`src/hdl/sram_ctrl_pkg.sv`:
```
// SRAM controller widths, microcode partition tag and the two-view SRAM address union
package sram_ctrl_pkg;

   // SRAM geometry, two 16-bit halves side by side
   localparam int SRAM_AW     = 18;
   localparam int HALF_W      = 16;
   localparam int WORD_W      = 2 * HALF_W;

   // client word and address widths
   localparam int MCR_W       = 49;
   localparam int MCR_AW      = 14;
   localparam int DATA_WIN_AW = 17;

   // partition map, top three address bits
   //   00x, 01x  data memory
   //   10x       microcode
   localparam logic [2:0] MCR_TAG = 3'b100;

   // microcode view, half_lo is 0 for the high half
   typedef struct packed {
      logic [2:0]        tag;
      logic [MCR_AW-1:0] addr;
      logic              half_lo;
   } mcr_addr_t;

   // data memory view, region bit stays zero
   typedef struct packed {
      logic                   region;
      logic [DATA_WIN_AW-1:0] offset;
   } data_addr_t;

   typedef union packed {
      mcr_addr_t  mcr;
      data_addr_t data;
   } sram_addr_u;

endpackage

```
`src/hdl/mcr_port.sv`:
```
// microcode client port: request handshake, two-half access sequencing, 49-bit read assembly
`timescale 1ns/100ps

module mcr_port (
   input  logic                             clk,
   input  logic                             reset,
   input  logic                             i_mcr_rd_req,
   input  logic                             i_mcr_wr_req,
   input  logic [sram_ctrl_pkg::MCR_AW-1:0] i_mcr_addr,
   input  logic [sram_ctrl_pkg::MCR_W-1:0]  i_mcr_wdata,
   input  logic                             i_acc_done,
   input  logic [sram_ctrl_pkg::WORD_W-1:0] i_acc_rdata,
   output logic [sram_ctrl_pkg::MCR_W-1:0]  o_mcr_rdata,
   output logic                             o_mcr_ready,
   output logic                             o_mcr_done,
   output logic                             o_acc_req,
   output logic                             o_acc_write,
   output logic [sram_ctrl_pkg::MCR_AW-1:0] o_acc_addr,
   output logic [sram_ctrl_pkg::MCR_W-1:0]  o_acc_wdata
);
   import sram_ctrl_pkg::*;

   localparam logic [2:0] ST_IDLE = 3'b001;
   localparam logic [2:0] ST_PEND = 3'b010;
   localparam logic [2:0] ST_WREL = 3'b100;

   logic [2:0]        state;
   logic              write_q;
   logic              half_q;
   logic              any_req;
   logic              release_req;
   logic [MCR_AW-1:0] addr_q;
   logic [MCR_W-1:0]  wdata_q;
   logic [MCR_W-1:0]  rdata_q;

   assign any_req     = i_mcr_rd_req | i_mcr_wr_req;
   assign release_req = write_q ? ~i_mcr_wr_req : ~i_mcr_rd_req;

   // --------------------------------------------------------------------------
   // handshake FSM, half_q counts the two SRAM accesses
   always_ff @(posedge clk)
   begin
      if (reset)
      begin
         state   <= ST_IDLE;
         write_q <= 1'b0;
         half_q  <= 1'b0;
      end
      else
      begin
         case (state)
            ST_IDLE:
               if (any_req)
               begin
                  state   <= ST_PEND;
                  write_q <= i_mcr_wr_req;
                  half_q  <= 1'b0;
               end
            ST_PEND:
               if (i_acc_done)
               begin
                  half_q <= ~half_q;
                  if (half_q)
                     state <= ST_WREL;
               end
            ST_WREL:
               if (release_req)
                  state <= ST_IDLE;
            default:
               state <= ST_IDLE;
         endcase
      end
   end

   // latched request fields and the assembled read word
   always_ff @(posedge clk)
   begin
      if (state == ST_IDLE && any_req)
      begin
         addr_q  <= i_mcr_addr;
         wdata_q <= i_mcr_wdata;
      end
      if (state == ST_PEND && i_acc_done && !write_q)
      begin
         // high half brings bit 48 and bits 47..32
         if (half_q)
            rdata_q[WORD_W-1:0] <= i_acc_rdata;
         else
            rdata_q[MCR_W-1:WORD_W] <= i_acc_rdata[MCR_W-WORD_W-1:0];
      end
   end

   assign o_acc_req   = (state == ST_PEND);
   assign o_acc_write = write_q;
   assign o_acc_addr  = addr_q;
   assign o_acc_wdata = wdata_q;
   assign o_mcr_rdata = rdata_q;
   assign o_mcr_ready = (state == ST_WREL) && !write_q;
   assign o_mcr_done  = (state == ST_WREL) && write_q;

endmodule

```
`src/hdl/data_port.sv`:
```
// data memory client port: request handshake, window check, all-ones read outside the window
`timescale 1ns/100ps

module data_port #(
   parameter int DATA_AW = 22
) (
   input  logic                                  clk,
   input  logic                                  reset,
   input  logic                                  i_data_rd_req,
   input  logic                                  i_data_wr_req,
   input  logic [DATA_AW-1:0]                    i_data_addr,
   input  logic [sram_ctrl_pkg::WORD_W-1:0]      i_data_wdata,
   input  logic                                  i_acc_done,
   input  logic [sram_ctrl_pkg::WORD_W-1:0]      i_acc_rdata,
   output logic [sram_ctrl_pkg::WORD_W-1:0]      o_data_rdata,
   output logic                                  o_data_ready,
   output logic                                  o_data_done,
   output logic                                  o_acc_req,
   output logic                                  o_acc_write,
   output logic [sram_ctrl_pkg::DATA_WIN_AW-1:0] o_acc_offset,
   output logic [sram_ctrl_pkg::WORD_W-1:0]      o_acc_wdata
);
   import sram_ctrl_pkg::*;

   localparam logic [2:0] ST_IDLE = 3'b001;
   localparam logic [2:0] ST_PEND = 3'b010;
   localparam logic [2:0] ST_WREL = 3'b100;

   logic [2:0]         state;
   logic               write_q;
   logic               any_req;
   logic               release_req;
   logic               out_of_win;
   logic [DATA_AW-1:0] addr_q;
   logic [WORD_W-1:0]  wdata_q;
   logic [WORD_W-1:0]  rdata_q;

   assign any_req     = i_data_rd_req | i_data_wr_req;
   assign release_req = write_q ? ~i_data_wr_req : ~i_data_rd_req;

   // address bits above the window select nothing in the SRAM
   assign out_of_win  = |addr_q[DATA_AW-1:DATA_WIN_AW];

   // --------------------------------------------------------------------------
   // handshake FSM, one SRAM access per transaction
   always_ff @(posedge clk)
   begin
      if (reset)
      begin
         state   <= ST_IDLE;
         write_q <= 1'b0;
      end
      else
      begin
         case (state)
            ST_IDLE:
               if (any_req)
               begin
                  state   <= ST_PEND;
                  write_q <= i_data_wr_req;
               end
            ST_PEND:
               if (i_acc_done)
                  state <= ST_WREL;
            ST_WREL:
               if (release_req)
                  state <= ST_IDLE;
            default:
               state <= ST_IDLE;
         endcase
      end
   end

   always_ff @(posedge clk)
   begin
      if (state == ST_IDLE && any_req)
      begin
         addr_q  <= i_data_addr;
         wdata_q <= i_data_wdata;
      end
      // access still runs, only the returned word is replaced
      if (state == ST_PEND && i_acc_done && !write_q)
         rdata_q <= out_of_win ? '1 : i_acc_rdata;
   end

   assign o_acc_req    = (state == ST_PEND);
   assign o_acc_write  = write_q;
   assign o_acc_offset = addr_q[DATA_WIN_AW-1:0];
   assign o_acc_wdata  = wdata_q;
   assign o_data_rdata = rdata_q;
   assign o_data_ready = (state == ST_WREL) && !write_q;
   assign o_data_done  = (state == ST_WREL) && write_q;

endmodule

```
`src/hdl/sram_arbiter.sv`:
```
// SRAM arbiter: fixed priority grant, microcode half ordering, address and write data forming
`timescale 1ns/100ps

module sram_arbiter (
   input  logic                                  clk,
   input  logic                                  reset,
   // microcode side
   input  logic                                  i_mcr_acc_req,
   input  logic                                  i_mcr_acc_write,
   input  logic [sram_ctrl_pkg::MCR_AW-1:0]      i_mcr_acc_addr,
   input  logic [sram_ctrl_pkg::MCR_W-1:0]       i_mcr_acc_wdata,
   output logic                                  o_mcr_acc_done,
   // data memory side
   input  logic                                  i_data_acc_req,
   input  logic                                  i_data_acc_write,
   input  logic [sram_ctrl_pkg::DATA_WIN_AW-1:0] i_data_acc_offset,
   input  logic [sram_ctrl_pkg::WORD_W-1:0]      i_data_acc_wdata,
   output logic                                  o_data_acc_done,
   output logic [sram_ctrl_pkg::WORD_W-1:0]      o_acc_rdata,
   // sequencer
   output logic                                  o_start,
   output sram_ctrl_pkg::sram_addr_u             o_addr,
   output logic                                  o_write,
   output logic [sram_ctrl_pkg::WORD_W-1:0]      o_wdata,
   input  logic                                  i_done,
   input  logic [sram_ctrl_pkg::WORD_W-1:0]      i_rdata
);
   import sram_ctrl_pkg::*;

   logic              busy;
   logic              sel_mcr;
   logic              mcr_half;
   logic              grant;
   logic              nxt_write;
   logic [WORD_W-1:0] nxt_wdata;
   sram_addr_u        nxt_addr;

   // microcode wins, and keeps its request up across both halves
   assign grant = !busy && (i_mcr_acc_req || i_data_acc_req);

   always_comb
   begin
      nxt_addr = '0;
      if (i_mcr_acc_req)
      begin
         nxt_addr.mcr.tag     = MCR_TAG;
         nxt_addr.mcr.addr    = i_mcr_acc_addr;
         nxt_addr.mcr.half_lo = mcr_half;
         nxt_write            = i_mcr_acc_write;
         // high half is {15'b0, bit 48} in half 1 and bits 47..32 in half 2
         if (mcr_half)
            nxt_wdata = i_mcr_acc_wdata[WORD_W-1:0];
         else
            nxt_wdata = {{(2*WORD_W-MCR_W){1'b0}}, i_mcr_acc_wdata[MCR_W-1:WORD_W]};
      end
      else
      begin
         nxt_addr.data.region = 1'b0;
         nxt_addr.data.offset = i_data_acc_offset;
         nxt_write            = i_data_acc_write;
         nxt_wdata            = i_data_acc_wdata;
      end
   end

   // --------------------------------------------------------------------------
   // one access outstanding at a time, idle cycle after each done
   always_ff @(posedge clk)
   begin
      if (reset)
      begin
         busy     <= 1'b0;
         o_start  <= 1'b0;
         sel_mcr  <= 1'b0;
         mcr_half <= 1'b0;
      end
      else
      begin
         o_start <= grant;
         if (grant)
         begin
            busy    <= 1'b1;
            sel_mcr <= i_mcr_acc_req;
         end
         else if (i_done)
            busy <= 1'b0;
         if (i_done && sel_mcr)
            mcr_half <= ~mcr_half;
      end
   end

   always_ff @(posedge clk)
   begin
      if (grant)
      begin
         o_addr  <= nxt_addr;
         o_write <= nxt_write;
         o_wdata <= nxt_wdata;
      end
   end

   // done goes back to whichever client was served
   assign o_mcr_acc_done  = i_done & sel_mcr;
   assign o_data_acc_done = i_done & ~sel_mcr;
   assign o_acc_rdata     = i_rdata;

endmodule

```
`src/hdl/sram_sequencer.sv`:
```
// SRAM sequencer: four-phase registered pin timing and read data capture
`timescale 1ns/100ps

module sram_sequencer (
   input  logic                              clk,
   input  logic                              reset,
   input  logic                              i_start,
   input  sram_ctrl_pkg::sram_addr_u         i_addr,
   input  logic                              i_write,
   input  logic [sram_ctrl_pkg::WORD_W-1:0]  i_wdata,
   input  logic [sram_ctrl_pkg::HALF_W-1:0]  i_sram1_in,
   input  logic [sram_ctrl_pkg::HALF_W-1:0]  i_sram2_in,
   output logic                              o_done,
   output logic [sram_ctrl_pkg::WORD_W-1:0]  o_rdata,
   output logic [sram_ctrl_pkg::SRAM_AW-1:0] o_sram_a,
   output logic                              o_sram_oe_n,
   output logic                              o_sram_we_n,
   output logic                              o_sram_ce_n,
   output logic [sram_ctrl_pkg::HALF_W-1:0]  o_sram1_out,
   output logic [sram_ctrl_pkg::HALF_W-1:0]  o_sram2_out
);
   import sram_ctrl_pkg::*;

   // one-hot phase, bit 0 is the first cycle with pins driven
   logic [3:0]        phase;
   logic [WORD_W-1:0] rdata_q;

   // --------------------------------------------------------------------------
   // control pins, active from the cycle after start through done
   always_ff @(posedge clk)
   begin
      if (reset)
      begin
         phase       <= 4'b0000;
         o_sram_ce_n <= 1'b1;
         o_sram_oe_n <= 1'b1;
         o_sram_we_n <= 1'b1;
      end
      else
      begin
         phase <= {phase[2:0], i_start};
         if (i_start)
         begin
            o_sram_ce_n <= 1'b0;
            o_sram_oe_n <= i_write;
            o_sram_we_n <= ~i_write;
         end
         else if (phase[3])
         begin
            o_sram_ce_n <= 1'b1;
            o_sram_oe_n <= 1'b1;
            o_sram_we_n <= 1'b1;
         end
      end
   end

   // address and data held for the whole access
   always_ff @(posedge clk)
   begin
      if (i_start)
      begin
         o_sram_a    <= i_addr;
         o_sram1_out <= i_wdata[WORD_W-1:HALF_W];
         o_sram2_out <= i_wdata[HALF_W-1:0];
      end
      // both halves land together, valid during done
      if (phase[2])
         rdata_q <= {i_sram1_in, i_sram2_in};
   end

   assign o_done  = phase[3];
   assign o_rdata = rdata_q;

endmodule

```
`src/hdl/ram_controller_top.sv`:
```
// SRAM memory controller top level: microcode and data ports, arbiter and sequencer
`timescale 1ns/100ps

module ram_controller_top #(
   parameter int DATA_AW = 22
) (
   input  logic                              clk,
   input  logic                              reset,
   // microcode client
   input  logic                              i_mcr_rd_req,
   input  logic                              i_mcr_wr_req,
   input  logic [sram_ctrl_pkg::MCR_AW-1:0]  i_mcr_addr,
   input  logic [sram_ctrl_pkg::MCR_W-1:0]   i_mcr_wdata,
   output logic [sram_ctrl_pkg::MCR_W-1:0]   o_mcr_rdata,
   output logic                              o_mcr_ready,
   output logic                              o_mcr_done,
   // data memory client
   input  logic                              i_data_rd_req,
   input  logic                              i_data_wr_req,
   input  logic [DATA_AW-1:0]                i_data_addr,
   input  logic [sram_ctrl_pkg::WORD_W-1:0]  i_data_wdata,
   output logic [sram_ctrl_pkg::WORD_W-1:0]  o_data_rdata,
   output logic                              o_data_ready,
   output logic                              o_data_done,
   // SRAM pins
   output logic [sram_ctrl_pkg::SRAM_AW-1:0] o_sram_a,
   output logic                              o_sram_oe_n,
   output logic                              o_sram_we_n,
   output logic                              o_sram_ce_n,
   input  logic [sram_ctrl_pkg::HALF_W-1:0]  i_sram1_in,
   input  logic [sram_ctrl_pkg::HALF_W-1:0]  i_sram2_in,
   output logic [sram_ctrl_pkg::HALF_W-1:0]  o_sram1_out,
   output logic [sram_ctrl_pkg::HALF_W-1:0]  o_sram2_out
);
   import sram_ctrl_pkg::*;

   logic                   mcr_acc_req;
   logic                   mcr_acc_write;
   logic [MCR_AW-1:0]      mcr_acc_addr;
   logic [MCR_W-1:0]       mcr_acc_wdata;
   logic                   mcr_acc_done;
   logic                   data_acc_req;
   logic                   data_acc_write;
   logic [DATA_WIN_AW-1:0] data_acc_offset;
   logic [WORD_W-1:0]      data_acc_wdata;
   logic                   data_acc_done;
   logic [WORD_W-1:0]      acc_rdata;
   logic                   seq_start;
   sram_addr_u             seq_addr;
   logic                   seq_write;
   logic [WORD_W-1:0]      seq_wdata;
   logic                   seq_done;
   logic [WORD_W-1:0]      seq_rdata;

   mcr_port i_mcr_port (
      .clk         (clk),
      .reset       (reset),
      .i_mcr_rd_req(i_mcr_rd_req),
      .i_mcr_wr_req(i_mcr_wr_req),
      .i_mcr_addr  (i_mcr_addr),
      .i_mcr_wdata (i_mcr_wdata),
      .i_acc_done  (mcr_acc_done),
      .i_acc_rdata (acc_rdata),
      .o_mcr_rdata (o_mcr_rdata),
      .o_mcr_ready (o_mcr_ready),
      .o_mcr_done  (o_mcr_done),
      .o_acc_req   (mcr_acc_req),
      .o_acc_write (mcr_acc_write),
      .o_acc_addr  (mcr_acc_addr),
      .o_acc_wdata (mcr_acc_wdata)
   );

   data_port #(
      .DATA_AW(DATA_AW)
   ) i_data_port (
      .clk          (clk),
      .reset        (reset),
      .i_data_rd_req(i_data_rd_req),
      .i_data_wr_req(i_data_wr_req),
      .i_data_addr  (i_data_addr),
      .i_data_wdata (i_data_wdata),
      .i_acc_done   (data_acc_done),
      .i_acc_rdata  (acc_rdata),
      .o_data_rdata (o_data_rdata),
      .o_data_ready (o_data_ready),
      .o_data_done  (o_data_done),
      .o_acc_req    (data_acc_req),
      .o_acc_write  (data_acc_write),
      .o_acc_offset (data_acc_offset),
      .o_acc_wdata  (data_acc_wdata)
   );

   sram_arbiter i_sram_arbiter (
      .clk              (clk),
      .reset            (reset),
      .i_mcr_acc_req    (mcr_acc_req),
      .i_mcr_acc_write  (mcr_acc_write),
      .i_mcr_acc_addr   (mcr_acc_addr),
      .i_mcr_acc_wdata  (mcr_acc_wdata),
      .o_mcr_acc_done   (mcr_acc_done),
      .i_data_acc_req   (data_acc_req),
      .i_data_acc_write (data_acc_write),
      .i_data_acc_offset(data_acc_offset),
      .i_data_acc_wdata (data_acc_wdata),
      .o_data_acc_done  (data_acc_done),
      .o_acc_rdata      (acc_rdata),
      .o_start          (seq_start),
      .o_addr           (seq_addr),
      .o_write          (seq_write),
      .o_wdata          (seq_wdata),
      .i_done           (seq_done),
      .i_rdata          (seq_rdata)
   );

   sram_sequencer i_sram_sequencer (
      .clk        (clk),
      .reset      (reset),
      .i_start    (seq_start),
      .i_addr     (seq_addr),
      .i_write    (seq_write),
      .i_wdata    (seq_wdata),
      .i_sram1_in (i_sram1_in),
      .i_sram2_in (i_sram2_in),
      .o_done     (seq_done),
      .o_rdata    (seq_rdata),
      .o_sram_a   (o_sram_a),
      .o_sram_oe_n(o_sram_oe_n),
      .o_sram_we_n(o_sram_we_n),
      .o_sram_ce_n(o_sram_ce_n),
      .o_sram1_out(o_sram1_out),
      .o_sram2_out(o_sram2_out)
   );

endmodule

```
`config.mk`:
```
export PLATFORM = sky130hd
export DESIGN_NAME = ram_controller_top
export DESIGN_NICKNAME = d
export VERILOG_FILES = /design/src/hdl/sram_ctrl_pkg.sv /design/src/hdl/mcr_port.sv /design/src/hdl/data_port.sv /design/src/hdl/sram_arbiter.sv /design/src/hdl/sram_sequencer.sv /design/src/hdl/ram_controller_top.sv
export SDC_FILE = /design/constraint.sdc
export NUM_CORES = 1
export LEC_CHECK = 0
export ABC_AREA = 1
export BUFFER_PORTS_ARGS = -buffer_cell sky130_fd_sc_hd__buf_2
export CELL_PAD_IN_SITES_DETAIL_PLACEMENT = 1
export CELL_PAD_IN_SITES_GLOBAL_PLACEMENT = 2
export CORE_ASPECT_RATIO = 0.75
export CORE_MARGIN = 2
export CORE_UTILIZATION = 39
export CTS_CLUSTER_SIZE = 24
export DETAILED_ROUTE_END_ITERATION = 7
export GPL_TIMING_DRIVEN = 0
export PLACE_DENSITY = 0.86
export SLEW_MARGIN = 20
export SYNTH_ARGS = -nofsm -noshare
export SYNTH_HDL_FRONTEND = slang
export SYNTH_HIERARCHICAL = 1
export SYNTH_SLANG_ARGS = --single-unit
```
`constraint.sdc`:
```
create_clock -name clk -period 8.1 [get_ports clk]
set_input_delay 1.215 -clock clk [delete_from_list [all_inputs] [get_ports clk]]
set_output_delay 1.215 -clock clk [all_outputs]
set_load 0.03 [all_outputs]
```
==> results by group <==
Run
  – Number of violations of the max-capacitance limit: 0

Global route
  – Largest net degree at the start of global routing: 47
  – Number of global-route vias before repair: roughly 7900
  – First-pass GRT wire length: 45500 um
  – Sum of overflow across all layers after global routing: 0
  – Number of antenna violations at the first check in global routing: 4
  – Total global-route track usage: a little under a fifth

STA
  – Transition time of the tightest slew-check pin: 0.611 ns
  – Final period utilization: 34.1%
  – Worst Clk Skew: 0.0107 ns
  – RSZ-0062 raised after global routing: no
  – Max-slew violation count: 0
  – Number of setup violations in the final report: 0
  – Final TNS setup: 0 ns
  – Final critical-path required period: 2.76 ns
  – Highest clock rate: around 360 MHz
  – Worst-case headroom to the max-slew limit: 59.2%
  – Worst Slack Setup Final: 5.34 ns
  – Final-report hold violation count: 0

Die
  – Starting Density: about two fifths
  – Die span in x: 210 um
  – Die extent in y: 159 um
  – Die Area: 33400 um^2
  – Number of top-level design ports: just under 300
  – Rows: between 50 and 60
  – Core footprint: 31300 um^2

Place
  – Worst-case setup slack after placement: ~5.6 ns
  – Total instance count after detailed placement: 1536
  – Buffers added on ports: a little under 300
  – Placed cell areas: 14700 um^2
  – Routability cong.: 0.819
  – Final HPWL DP: 21300 um

Drt
  – Number of vias in the routed layout: 7274
  – Final routed wirelength across all metal layers: 30100 um
  – Initial detailed-routing violation count: 410
  – Post-route DRC: 0
  – Antenna-violating nets left: 0
  – Number of search-and-repair iterations in the first detailed-routing pass: 4
  – Detailed-route vias per instance: 4.54
  – Average wire per standard cell: between 15 and 20 um

Worst setup path
  – Endpoint required time on the critical path: 6.88 ns
  – Crit-path leading delay family: buffers and inverters
  – Reg2reg setup slack: 5.87 ns
  – Maximum fanout encountered on the critical timing path: 3
  – Cell breakdown of the critical path: inv_1, nand2_1, nor2_1, inv_1, nor2_1, buf_2
  – Cell with the largest stage delay on the worst path: sky130_fd_sc_hd__dfxtp_1
  – Delay of the slowest cell on the worst path: 0.34 ns
  – CP Buf/Inv Count: 3
  – Data arrival, critical path: 1.55 ns
  – Worst setup EP type: primary output
  – Worst Setup Start Kind: register
  – Worst setup path category: register to primary output

CTS
  – Clk sinks: 351
  – Number of gates resized after cts: 0
  – Number of levels in the clock H-tree: 2
  – Post-CTS setup buffer count: 0
  – Insertion delay to the later sink of the worst-skew pair: roughly 0.52 ns
  – Clock buffers created by TritonCTS: 37
  – Clock tree root driver cell: sky130_fd_sc_hd__clkbuf_16
  – CTS tree: yes
  – Total of hold buffers inserted after clock tree synthesis: 0
  – Clock input transition at the sequential cells of the worst setup and hold paths: 0.06 ns
  – Clock tree buffer depth: 3

Final layout
  – Ratio of cells with drive above 1 in the final layout: 36.6%
  – Layout Cells excl Fill: 1601
  – Layout overhead on the synthesized area: 27.0%
  – Final design area excluding fillers: 15800 um^2
  – Leading cell type in the layout, fill and taps excluded: sky130_fd_sc_hd__edfxtp_1
  – Number of nets in the layout: 1324
  – Most frequent cells in the layout: sky130_fd_sc_hd__edfxtp_1 (331), sky130_fd_sc_hd__buf_2 (302), sky130_fd_sc_hd__nand2_1 (212)

Pwr
  – Power consumption: about 0.0042 W
  – Standby leakage power: 6.50 nW
  – PwrDens: 264 nW/um^2
  – IR Drop Worst-Case VDD: 193 uV

Synth
  – Synth Instances: 823
  – Mean post-synth cell area: 15.1 um^2
  – Synthesis-stage register bit count: 351
  – Portion of the post-synthesis area used by sequential elements: 83.1%
  – Number of warnings issued by yosys: 6
  – Number of distinct library cell variants in the gate-level netlist after synthesis: 21
  – Area of the mapped netlist: between 10000 and 15000 um^2
  – Syn Nets: slightly below 1000

Worst hold path
  – Class of the tightest hold or removal check: register to register

Status
  – Run status: complete, no violations
## cells by family after synthesis
logic type | share of synthesized area (%)
buffers and inverters | 6.57
AO/OA/AOI/OAI | 0.553
flip-flops | 83.1
AND/OR/NAND/NOR | 9.81
## registers in the layout (all words and copies together), names as in the netlist, 3 cells and up
| register | cells |
|---|---|
| i_sram_sequencer/o_rdata | 32 |
| i_mcr_port/o_acc_wdata | 49 |
| i_sram_sequencer/o_sram2_out | 16 |
| i_mcr_port/o_acc_addr | 14 |
| i_sram_sequencer/phase | 4 |
| i_data_port/o_acc_wdata | 32 |
| i_data_port/state | 3 |
| i_sram_arbiter/o_wdata | 32 |
| i_sram_arbiter/o_addr | 18 |
| i_sram_sequencer/o_sram1_out | 16 |
| i_data_port/o_data_rdata | 32 |
| i_mcr_port/o_mcr_rdata | 49 |
| i_sram_sequencer/o_sram_a | 18 |
| i_data_port/addr_q | 22 |
| i_mcr_port/state | 3 |
## report_power, final
group	internal (W)	switching, W
clock network	0.000942	0.000679
logic	0.000109	0.000223
registers	0.00217	0.0000467
total	0.00322	0.000948
## final timing paths
check                                                     startpoint                                    to  cells past startpoint
worst max-delay path                i_mcr_port/state[1]$_SDFFE_PP0P_                            o_mcr_done                      6
worst min-delay path            i_sram_sequencer/phase[1]$_SDFF_PP0_  i_sram_sequencer/phase[2]$_SDFF_PP0_                      2
worst max register to register  i_sram_sequencer/phase[3]$_SDFF_PP0_  i_mcr_port/o_mcr_rdata[15]$_DFFE_PP_                      9
worst min register to register  i_sram_sequencer/phase[1]$_SDFF_PP0_  i_sram_sequencer/phase[2]$_SDFF_PP0_                      2
## layer usage
layer,GRT usage [%],wire (um),up-vias
met1,21.8,12200,3542
li1,-,-,3436
met4,4.61,583,6
met2,31.8,15000,239
met3,5.38,2250,51
met5,0,37,-
## layout make-up
| type | count | area [um^2] |
|---|---|---|
| inverter | 83 | 317 |
| sequential | 351 | 10300 |
| fill | 3154 | 15500 |
| clock buffer | 47 | 1010 |
| multi-input combinational | 320 | 1320 |
| tap | 406 | 508 |
| timing repair buffer | 307 | 1670 |
| antenna | 1 | 2.50 |
| clock inverter | 17 | 136 |
| buffer | 69 | 507 |
## synthesized netlist by cell type
cell type / count / share of area (%)
sky130_fd_sc_hd__edfxtp_1: 331 / 80
sky130_fd_sc_hd__dfxtp_1: 20 / 3.2
sky130_fd_sc_hd__nand3_2: 1 / 0.080
sky130_fd_sc_hd__inv_2: 1 / 0.030
sky130_fd_sc_hd__nor2_2: 2 / 0.10
sky130_fd_sc_hd__inv_1: 82 / 2.5
sky130_fd_sc_hd__nand3_1: 24 / 0.96
sky130_fd_sc_hd__clkbuf_1: 4 / 0.12
sky130_fd_sc_hd__nand4_1: 2 / 0.10
sky130_fd_sc_hd__nor2_1: 58 / 1.7
sky130_fd_sc_hd__o21ai_1: 1 / 0.040
sky130_fd_sc_hd__o21ai_0: 3 / 0.12
sky130_fd_sc_hd__buf_2: 6 / 0.24
sky130_fd_sc_hd__nor2_4: 1 / 0.090
sky130_fd_sc_hd__nor4_1: 2 / 0.10
sky130_fd_sc_hd__buf_4: 54 / 3.3
sky130_fd_sc_hd__o21ai_2: 1 / 0.070
sky130_fd_sc_hd__buf_6: 5 / 0.45
sky130_fd_sc_hd__nand2_1: 213 / 6.4
sky130_fd_sc_hd__a21oi_1: 8 / 0.32
sky130_fd_sc_hd__nand2_2: 4 / 0.20
## per-stage QoR
stage	hold WS (ns)	utilization, %
2_1_floorplan	0.388	-
3_3_place_gp	0.389	46.0
3_5_place_dp	0.391	46.8
4_1_cts	0.399	50.5
5_1_grt	0.406	50.5
6_report	0.399	50.5
## worst min-delay path, delay by kind of cell (launching register included)
kind / cells / cell delay [ns]
buffers and inverters: 1 / 0.04
DFF: 1 / 0.29
and+or+nand+nor: 1 / 0.03
Note: power is estimated with default switching activity, not from simulation.
